`config.mk`:
```
export PLATFORM = sky130hd
export DESIGN_NAME = net_stack_top
export DESIGN_NICKNAME = d
export VERILOG_FILES = /design/src/common/net_pkg.sv /design/src/hw/net_reset_seq.sv /design/src/hw/net_stack_top.sv /design/src/rx_path/rx_beat_fifo.sv /design/src/rx_path/rx_width_up.sv /design/src/tx_path/tx_frame_pad.sv /design/src/tx_path/tx_width_down.sv
export VERILOG_INCLUDE_DIRS = /design/src /design/src/common
export SDC_FILE = /design/constraint.sdc
export NUM_CORES = 2
export LEC_CHECK = 0
export BUFFER_PORTS_ARGS = -buffer_cell sky130_fd_sc_hd__buf_4
export CORE_ASPECT_RATIO = 0.75
export CORE_MARGIN = 4
export CORE_UTILIZATION = 34
export CTS_CLUSTER_DIAMETER = 40
export DETAILED_ROUTE_END_ITERATION = 10
export SYNTH_ARGS = -nofsm -noshare
export SYNTH_HDL_FRONTEND = slang
export SYNTH_SLANG_ARGS = --single-unit
```
`constraint.sdc`:
```
create_clock -name sys_reset -period 33.3 [get_ports sys_reset]
set_input_delay 9.99 -clock sys_reset [delete_from_list [all_inputs] [get_ports sys_reset]]
set_output_delay 9.99 -clock sys_reset [all_outputs]
set_load 0.05 [all_outputs]
```
`src/common/net_cfg_cfg.svh`:
```
`ifndef NET_CFG_CFG_SVH
`define NET_CFG_CFG_SVH

// 64-bit lanes in one user word
`define NET_LANES 8

// smallest frame in bytes, FCS excluded
`define NET_MIN_FRAME 60

// rx buffer depth in beats, power of two
`define NET_RX_DEPTH 16

// cycles spent in settle before the link comes up
`define NET_SETTLE_CYCLES 2

`endif

```
`src/common/net_pkg.sv`:
```
`default_nettype none

`include "net_cfg_cfg.svh"

package net_pkg;

  // one MAC beat, byte 0 in data[7:0]
  typedef struct packed {
    logic [63:0] data;
    logic [7:0]  keep;  // contiguous from bit 0
    logic        last;  // end of frame
  } beat64_t;

  // one user word, lanes packed low to high
  typedef struct packed {
    logic [64*`NET_LANES-1:0] data;
    logic [8*`NET_LANES-1:0]  keep;
    logic                     last;
  } word512_t;

  typedef enum logic {
    PAD_PASS,
    PAD_FILL
  } pad_state_t;

  typedef enum logic [1:0] {
    SEQ_HOLD,
    SEQ_SETTLE,
    SEQ_UP
  } seq_state_t;

endpackage

`default_nettype wire

```
`src/hw/net_reset_seq.sv`:
```
`timescale 1ns/1ps
`default_nettype none

`include "net_cfg_cfg.svh"

module net_reset_seq (
  input  wire  sys_reset,
  input  wire  net_clk,
  input  wire  user_rx_reset,
  input  wire  user_tx_reset,
  output logic link_up
);
  import net_pkg::*;

  localparam int CNT_W = $clog2(`NET_SETTLE_CYCLES + 1);

  seq_state_t       state_q;
  logic [CNT_W-1:0] cnt_q;
  logic             mac_reset;

  assign mac_reset = user_rx_reset | user_tx_reset;  // either side still in reset
  assign link_up = (state_q == SEQ_UP);

  always_ff @(posedge sys_reset or posedge net_clk) begin
    if (net_clk) begin
      state_q <= SEQ_HOLD;
      cnt_q <= '0;
    end else begin
      case (state_q)
        SEQ_HOLD: begin
          cnt_q <= '0;
          if (!mac_reset) state_q <= SEQ_SETTLE;
        end
        SEQ_SETTLE: begin
          if (mac_reset) state_q <= SEQ_HOLD;  // restart the wait
          else if (cnt_q == CNT_W'(`NET_SETTLE_CYCLES)) state_q <= SEQ_UP;
          else cnt_q <= cnt_q + 1'b1;
        end
        default: begin
          if (mac_reset) state_q <= SEQ_HOLD;  // drop link on next edge
        end
      endcase
    end
  end

endmodule

`default_nettype wire

```
`src/hw/net_stack_top.sv`:
```
`timescale 1ns/1ps
`default_nettype none

module net_stack_top (
  input  wire               sys_reset,
  input  wire               net_clk,
  input  wire               user_rx_reset,
  input  wire               user_tx_reset,
  output logic              network_init_done,
  output logic              rx_overflow,
  // user tx
  input  wire net_pkg::word512_t tx_word,
  input  wire               tx_valid,
  output logic              tx_ready,
  // user rx
  output net_pkg::word512_t rx_word,
  output logic              rx_valid,
  input  wire               rx_ready,
  // mac tx
  output net_pkg::beat64_t  mac_tx_beat,
  output logic              mac_tx_valid,
  input  wire               mac_tx_ready,
  // mac rx, no back-pressure
  input  wire net_pkg::beat64_t mac_rx_beat,
  input  wire               mac_rx_valid
);
  import net_pkg::*;

  beat64_t tx_mid_beat;  // converter to padding
  logic    tx_mid_valid;
  logic    tx_mid_ready;

  beat64_t rx_mid_beat;  // buffer to converter
  logic    rx_mid_valid;
  logic    rx_mid_ready;

  net_reset_seq i_reset_seq (
    .sys_reset     (sys_reset),
    .net_clk       (net_clk),
    .user_rx_reset (user_rx_reset),
    .user_tx_reset (user_tx_reset),
    .link_up       (network_init_done)
  );

  tx_width_down i_tx_width_down (
    .sys_reset (sys_reset),
    .net_clk   (net_clk),
    .in_word   (tx_word),
    .in_valid  (tx_valid),
    .in_ready  (tx_ready),
    .out_beat  (tx_mid_beat),
    .out_valid (tx_mid_valid),
    .out_ready (tx_mid_ready)
  );

  tx_frame_pad i_tx_frame_pad (
    .sys_reset (sys_reset),
    .net_clk   (net_clk),
    .link_up   (network_init_done),
    .in_beat   (tx_mid_beat),
    .in_valid  (tx_mid_valid),
    .in_ready  (tx_mid_ready),
    .mac_beat  (mac_tx_beat),
    .mac_valid (mac_tx_valid),
    .mac_ready (mac_tx_ready)
  );

  rx_beat_fifo i_rx_beat_fifo (
    .sys_reset (sys_reset),
    .net_clk   (net_clk),
    .link_up   (network_init_done),
    .in_beat   (mac_rx_beat),
    .in_valid  (mac_rx_valid),
    .out_beat  (rx_mid_beat),
    .out_valid (rx_mid_valid),
    .out_ready (rx_mid_ready),
    .overflow  (rx_overflow)
  );

  rx_width_up i_rx_width_up (
    .sys_reset (sys_reset),
    .net_clk   (net_clk),
    .in_beat   (rx_mid_beat),
    .in_valid  (rx_mid_valid),
    .in_ready  (rx_mid_ready),
    .out_word  (rx_word),
    .out_valid (rx_valid),
    .out_ready (rx_ready)
  );

endmodule

`default_nettype wire

```
`src/rx_path/rx_beat_fifo.sv`:
```
`timescale 1ns/1ps
`default_nettype none

`include "net_cfg_cfg.svh"

module rx_beat_fifo (
  input  wire                   sys_reset,
  input  wire                   net_clk,
  input  wire                   link_up,
  input  wire net_pkg::beat64_t in_beat,
  input  wire                   in_valid,
  output net_pkg::beat64_t      out_beat,
  output logic                  out_valid,
  input  wire                   out_ready,
  output logic                  overflow
);
  import net_pkg::*;

  localparam int PTR_W = $clog2(`NET_RX_DEPTH);

  beat64_t        mem [`NET_RX_DEPTH];
  logic [PTR_W:0] wr_ptr;  // extra msb tells full from empty
  logic [PTR_W:0] rd_ptr;
  logic           empty;
  logic           full;
  logic           arrive;
  logic           wr_en;
  logic           rd_en;

  assign empty = (wr_ptr == rd_ptr);
  assign full = (wr_ptr[PTR_W] != rd_ptr[PTR_W]) &&
                (wr_ptr[PTR_W-1:0] == rd_ptr[PTR_W-1:0]);
  assign arrive = in_valid & link_up;  // ignored while link is down
  assign wr_en = arrive & ~full;
  assign rd_en = out_valid & out_ready;

  assign out_valid = ~empty;
  assign out_beat = mem[rd_ptr[PTR_W-1:0]];

  always_ff @(posedge sys_reset or posedge net_clk) begin
    if (net_clk) begin
      wr_ptr <= '0;
      rd_ptr <= '0;
      overflow <= 1'b0;
    end else begin
      if (wr_en) wr_ptr <= wr_ptr + 1'b1;
      if (rd_en) rd_ptr <= rd_ptr + 1'b1;
      if (arrive && full) overflow <= 1'b1;  // beat lost, sticky
    end
  end

  always_ff @(posedge sys_reset) begin
    if (wr_en) mem[wr_ptr[PTR_W-1:0]] <= in_beat;
  end

endmodule

`default_nettype wire

```
`src/rx_path/rx_width_up.sv`:
```
`timescale 1ns/1ps
`default_nettype none

`include "net_cfg_cfg.svh"

module rx_width_up (
  input  wire                   sys_reset,
  input  wire                   net_clk,
  input  wire net_pkg::beat64_t in_beat,
  input  wire                   in_valid,
  output logic                  in_ready,
  output net_pkg::word512_t     out_word,
  output logic                  out_valid,
  input  wire                   out_ready
);
  import net_pkg::*;

  localparam int LANE_W = $clog2(`NET_LANES);

  word512_t          word_q;
  word512_t          word_next;
  logic [LANE_W-1:0] lane_q;   // lane the next beat lands in
  logic              accept;
  logic              closing;

  assign in_ready = ~out_valid;  // stall while a word waits
  assign accept = in_valid & in_ready;
  assign closing = in_beat.last | (lane_q == LANE_W'(`NET_LANES - 1));
  assign out_word = word_q;

  always_comb begin
    if (lane_q == '0) begin
      word_next = '0;  // fresh word, unfilled lanes stay zero
    end else begin
      word_next = word_q;
    end
    word_next.data[64*lane_q +: 64] = in_beat.data;
    word_next.keep[8*lane_q +: 8] = in_beat.keep;
    word_next.last = in_beat.last;
  end

  always_ff @(posedge sys_reset or posedge net_clk) begin
    if (net_clk) begin
      lane_q <= '0;
      out_valid <= 1'b0;
    end else if (accept) begin
      if (closing) begin
        out_valid <= 1'b1;
        lane_q <= '0;
      end else begin
        lane_q <= lane_q + 1'b1;
      end
    end else if (out_valid && out_ready) begin
      out_valid <= 1'b0;
    end
  end

  always_ff @(posedge sys_reset) begin
    if (accept) word_q <= word_next;
  end

endmodule

`default_nettype wire

```
`src/tx_path/tx_frame_pad.sv`:
```
`timescale 1ns/1ps
`default_nettype none

`include "net_cfg_cfg.svh"

module tx_frame_pad (
  input  wire                   sys_reset,
  input  wire                   net_clk,
  input  wire                   link_up,
  input  wire net_pkg::beat64_t in_beat,
  input  wire                   in_valid,
  output logic                  in_ready,
  output net_pkg::beat64_t      mac_beat,
  output logic                  mac_valid,
  input  wire                   mac_ready
);
  import net_pkg::*;

  localparam int CNT_W = $clog2(`NET_MIN_FRAME + 1);
  localparam logic [CNT_W:0] MIN_BYTES = (CNT_W + 1)'(`NET_MIN_FRAME);

  pad_state_t       state_q;
  logic [CNT_W-1:0] cnt_q;       // bytes sent so far, saturates at minimum
  logic [CNT_W:0]   rem;         // bytes still owed to reach the minimum
  logic [CNT_W:0]   sent;
  logic [3:0]       in_bytes;
  logic [3:0]       fill_n;
  logic [7:0]       fill_keep;
  logic [63:0]      byte_mask;
  logic             short_last;  // last beat that ends below the minimum

  assign in_bytes = 4'($countones(in_beat.keep));
  assign rem = MIN_BYTES - {1'b0, cnt_q};
  assign fill_n = (rem >= 8) ? 4'd8 : rem[3:0];
  assign fill_keep = ~(8'hFF << fill_n);
  assign short_last = in_beat.last && (({1'b0, cnt_q} + in_bytes) < MIN_BYTES);

  // original bytes survive only in pass mode
  always_comb begin
    for (int i = 0; i < 8; i++) begin
      byte_mask[8*i +: 8] = {8{in_beat.keep[i] & (state_q == PAD_PASS)}};
    end
  end

  always_comb begin
    mac_beat = in_beat;
    if (state_q == PAD_FILL || short_last) begin
      mac_beat.data = in_beat.data & byte_mask;
      mac_beat.keep = fill_keep;
      mac_beat.last = (rem <= 8);  // minimum reached with this beat
    end
  end

  assign mac_valid = link_up & ((state_q == PAD_FILL) | in_valid);
  assign in_ready = link_up & (state_q == PAD_PASS) & mac_ready;
  assign sent = {1'b0, cnt_q} + 4'($countones(mac_beat.keep));

  always_ff @(posedge sys_reset or posedge net_clk) begin
    if (net_clk) begin
      state_q <= PAD_PASS;
      cnt_q <= '0;
    end else if (mac_valid && mac_ready) begin
      if (mac_beat.last) begin
        state_q <= PAD_PASS;
        cnt_q <= '0;
      end else begin
        if (short_last) state_q <= PAD_FILL;  // zero beats follow
        cnt_q <= (sent >= MIN_BYTES) ? MIN_BYTES[CNT_W-1:0] : sent[CNT_W-1:0];
      end
    end
  end

endmodule

`default_nettype wire

```
`src/tx_path/tx_width_down.sv`:
```
`timescale 1ns/1ps
`default_nettype none

`include "net_cfg_cfg.svh"

module tx_width_down (
  input  wire                    sys_reset,
  input  wire                    net_clk,
  input  wire net_pkg::word512_t in_word,
  input  wire                    in_valid,
  output logic                   in_ready,
  output net_pkg::beat64_t       out_beat,
  output logic                   out_valid,
  input  wire                    out_ready
);
  import net_pkg::*;

  localparam int LANE_W = $clog2(`NET_LANES);

  word512_t          word_q;
  logic [LANE_W-1:0] lane_q;     // lane now on the output
  logic [LANE_W-1:0] last_lane;
  logic              at_final;
  logic              ready_en;   // keeps ready low through reset

  // highest lane with any byte set, keep is contiguous
  always_comb begin
    last_lane = '0;
    for (int i = 0; i < `NET_LANES; i++) begin
      if (word_q.keep[8*i]) last_lane = LANE_W'(i);
    end
  end

  assign at_final = (lane_q == last_lane);

  assign out_beat = '{
    data: word_q.data[64*lane_q +: 64],
    keep: word_q.keep[8*lane_q +: 8],
    last: word_q.last & at_final
  };

  // take the next word as the final beat leaves
  assign in_ready = ready_en & (~out_valid | (out_ready & at_final));

  always_ff @(posedge sys_reset or posedge net_clk) begin
    if (net_clk) begin
      ready_en <= 1'b0;
      out_valid <= 1'b0;
      lane_q <= '0;
    end else begin
      ready_en <= 1'b1;
      if (in_valid && in_ready) begin
        out_valid <= 1'b1;
        lane_q <= '0;
      end else if (out_valid && out_ready) begin
        if (at_final) out_valid <= 1'b0;
        else lane_q <= lane_q + 1'b1;
      end
    end
  end

  always_ff @(posedge sys_reset) begin
    if (in_valid && in_ready) word_q <= in_word;  // held until the last lane goes
  end

endmodule

`default_nettype wire
```
==> flow_summary_export.csv <==
group,metric,value,unit
critical_path,reg2reg_depth,30,
sta,fin_crit,20800,ps
place,place_hpwl,222.8,mm
yosys,synth.top_cells.by_area,"edfxtp_1, mux4_2, nor2_1",
sta,fmax,48.08,MHz
yosys,ys_types,74,
routing,via_count,50790,
grt,use_met1,0.3267,
sta,relSlewSlack,0.1605,
critical_path,crit_family,"buffers and inverters",
critical_path,worst-path-max-fanout,4,
status,run_status,"finished, final reports clean",
clock_network,cts_tree,"yes",
final_layout,drive_gt1_frac,0.4065,
sta,finalCritPeriodShare,0.6246,
grt,grt_pass1_wl,424.2,mm
clock_network,numCtsBuffers,309,
power_and_ir_drop,peakVddDrop,112.4,uV
yosys,avgSynthCellArea,20.41,sq um
grt,overflow,0,
grt,grtUsageTotal,0.2261,
sta,hold_viol,0,
floorplanning,die_width,600.3,um
final_layout,syn_to_final_growth,27.08,%
yosys,ys_ff_latch,2353,
floorplanning,ioPinCount,1313,
power_and_ir_drop,leakage,38.97,nW
final_layout,nets,6574,
clock_network,cts_setup_buffers,0,
critical_path,worst-setup-path-type,"in -> out",
routing,first_iter_violations,7055,
critical_path,setup.worst_path.start_class,"input port",
critical_path,critical_path_buf_inv_count,2,
routing,wirelength,320.0,mm
routing,detail-route-antenna-nets,0,
critical_path,cp_slowest_stage_delay,270,ps
grt,grtUsageMet3,0.06713,
clock_network,htreeDepth,5,
yosys,syn_area,89460,sq um
place,placed_cell_area,103600,sq um
floorplanning,num_rows,162,
floorplanning,coreArea,260900,sq um
yosys,yosys.area.top_type_share,0.7794,
clock_network,holdBufCountCts,0,
critical_path,critPathSlowestCell,"o31ai_2",
sta,final-setup-viol-count,0,
critical_path,arrival,10810,ps
clock_network,cts_resized,0,
yosys,yosysSeqAreaShare,0.7881,
floorplanning,die_height,452.2,um
sta,slew_violations,0,
yosys,syn_inst,4384,
routing,drt-pass1-iter-count,5,
grt,grt.busiest_layer,"met2",
grt,grt_pass1_vias,48460,
routing,drc,0,
critical_path,path_common_cell,"buf_4",
yosys,syn_nets,5083,
clock_network,clk_latency,840,ps
clock_network,root_buffer,"clkbuf_16",
critical_path,cp.depth,5,
grt,antenna_found_initial,82,
critical_path,endpoint_kind,"primary output",
clock_network,clkTransAtPathRegs,60,ps
floorplanning,start_util,0.3429,
floorplanning,design.die.area,271500,sq um
grt,met2_usage,0.3305,
place,gp_congestion,0.9823,
yosys,synth_ff_type,"edfxtp_1",
final_layout,design_area,113700,sq um
sta,tightest_slew,1251,ps
place,portBuffers,1312,
clock_network,cts_buffer_depth,4,
routing,via_per_inst,5.295,
final_layout,layout_commonest_cell,"edfxtp_1",
clock_network,cts.sinks,2353,
worst_hold_path,hold_path_depth,1,
critical_path,path_cells,"buf_4, nand3b_1, o31ai_2, and2_1, buf_4",
yosys,async_flop_share,0.01317,
yosys,synth_largest_area_cell,"edfxtp_1",
worst_hold_path,hp-class,"reg -> reg",
sta,rsz0062_at_grt,"false",
power_and_ir_drop,power_per_cell_area,99.70,nW/um^2
routing,wl_per_cell,33.36,um
sta,fin_skew,71.55,ps
critical_path,worstPathRequired,23310,ps
yosys,synth_edf_count,2322,
yosys,yosysWarnings,0,
sta,final.setup.tns,0,ps
final_layout,nFillCells,22710,
job,maxCapViolations,0,
final_layout,layout_common_cells,"edfxtp_1, buf_4, nor2_1",
grt,grt_max_degree,176,
[final timing paths]
| check | slack [ps] | from | endpoint |
|---|---|---|---|
| min reg2reg | 470 | i_rx_beat_fifo.overflow | i_rx_beat_fifo.overflow |
| max reg2reg | 22890 | i_tx_width_down.lane_q[1] | i_tx_frame_pad.cnt_q[0] |
| min in group asynchronous | 9370 | net_clk | i_tx_width_down.out_valid |
| max in group asynchronous | 23220 | net_clk | i_tx_width_down.lane_q[0] |
| max | 12500 | mac_tx_ready | tx_ready |
| min | 470 | i_rx_beat_fifo.overflow | i_rx_beat_fifo.overflow |
[per-layer routing]
| layer | vias to the layer above | part of all wire |
|---|---|---|
| met5 | - | 0.00037 |
| met4 | 22 | 0.031 |
| met2 | 2924 | 0.44 |
| met3 | 497 | 0.10 |
| met1 | 26880 | 0.42 |
| li1 | 20460 | - |
[sequential cells by signal, indices dropped and copies added (netlist names)]
signal                     flops
i_rx_beat_fifo.mem          1168
i_rx_width_up.out_word       577
i_tx_width_down.word_q       577
i_tx_frame_pad.cnt_q           6
i_rx_beat_fifo.rd_ptr          5
i_rx_beat_fifo.wr_ptr          5
i_rx_width_up.lane_q           3
i_tx_width_down.lane_q         3
i_reset_seq.cnt_q              2
i_reset_seq.state_q            2
i_rx_beat_fifo.overflow        1
i_rx_width_up.out_valid        1
i_tx_frame_pad.state_q         1
i_tx_width_down.out_valid      1
i_tx_width_down.ready_en       1
[cell usage after synthesis (12+ instances only)]
cell type  instances
buf_1             34
buf_2             54
buf_6             13
clkbuf_1         114
dfrtp_1           31
edfxtp_1        2322
ha_1              32
inv_1             35
mux2_2            81
mux2i_1          140
mux4_2           436
nand2_1          163
nor2_1           591
nor2b_1           76
o21ai_0           12
o21ai_1           75
xnor2_1           14
[per-stage QoR]
stage	hold slack (ps)	total power [mW]	worst slack, ps	std cells	util
final	465.7	11.33	12500	9592	0.4358
after global routing	494.4	11.68	12460	9577	0.4357
after CTS	471.7	11.42	12500	9564	0.4355
after detailed placement	457.7	8.183	12500	9008	0.3970
after global placement	462.0	8.164	12520	9008	0.3970
after floorplan	448.7	6.507	9786	4384	-
[layout make-up]
class,count,area (sq um),area share
Antenna cell,28,70.07,0.0006163
Multi-Input combinational cell,1775,18030,0.1586
Tap cell,3444,4309,0.03790
Sequential cell,2353,70530,0.6204
Inverter,35,135.1,0.001189
Clock inverter,208,2007,0.01765
Timing Repair Buffer,1401,10560,0.09284
Clock buffer,348,8046,0.07078
[logic make-up after synthesis]
kind of cell    after synthesis  share of synthesized area
buf+inv                     256                    0.01284
xor+xnor                     21                   0.002056
other cells                   1                 0.00004192
fa+ha+maj                    41                   0.006489
simple gates                897                    0.04193
flops                      2353                     0.7881
compound gates              151                    0.01208
mux                         664                     0.1365
[worst register-to-register path: cells and delay by family, from the launching register on]
kind,cells,cell delay (ps)
adder cells (fa/ha/maj),12,4600
AO/OA/AOI/OAI,6,1780
multiplexers,3,1240
flip-flops,1,1020
AND/OR/NAND/NOR,3,830
buffers and inverters,5,690
XOR/XNOR,1,170
[where the power goes]
group,switching [mW],internal [mW],leakage (nW)
sequential,0.184,3.80,21.7
combinational,3.05,1.06,12.4
clock,1.33,1.91,4.82
(Power assumes the default switching activity.)
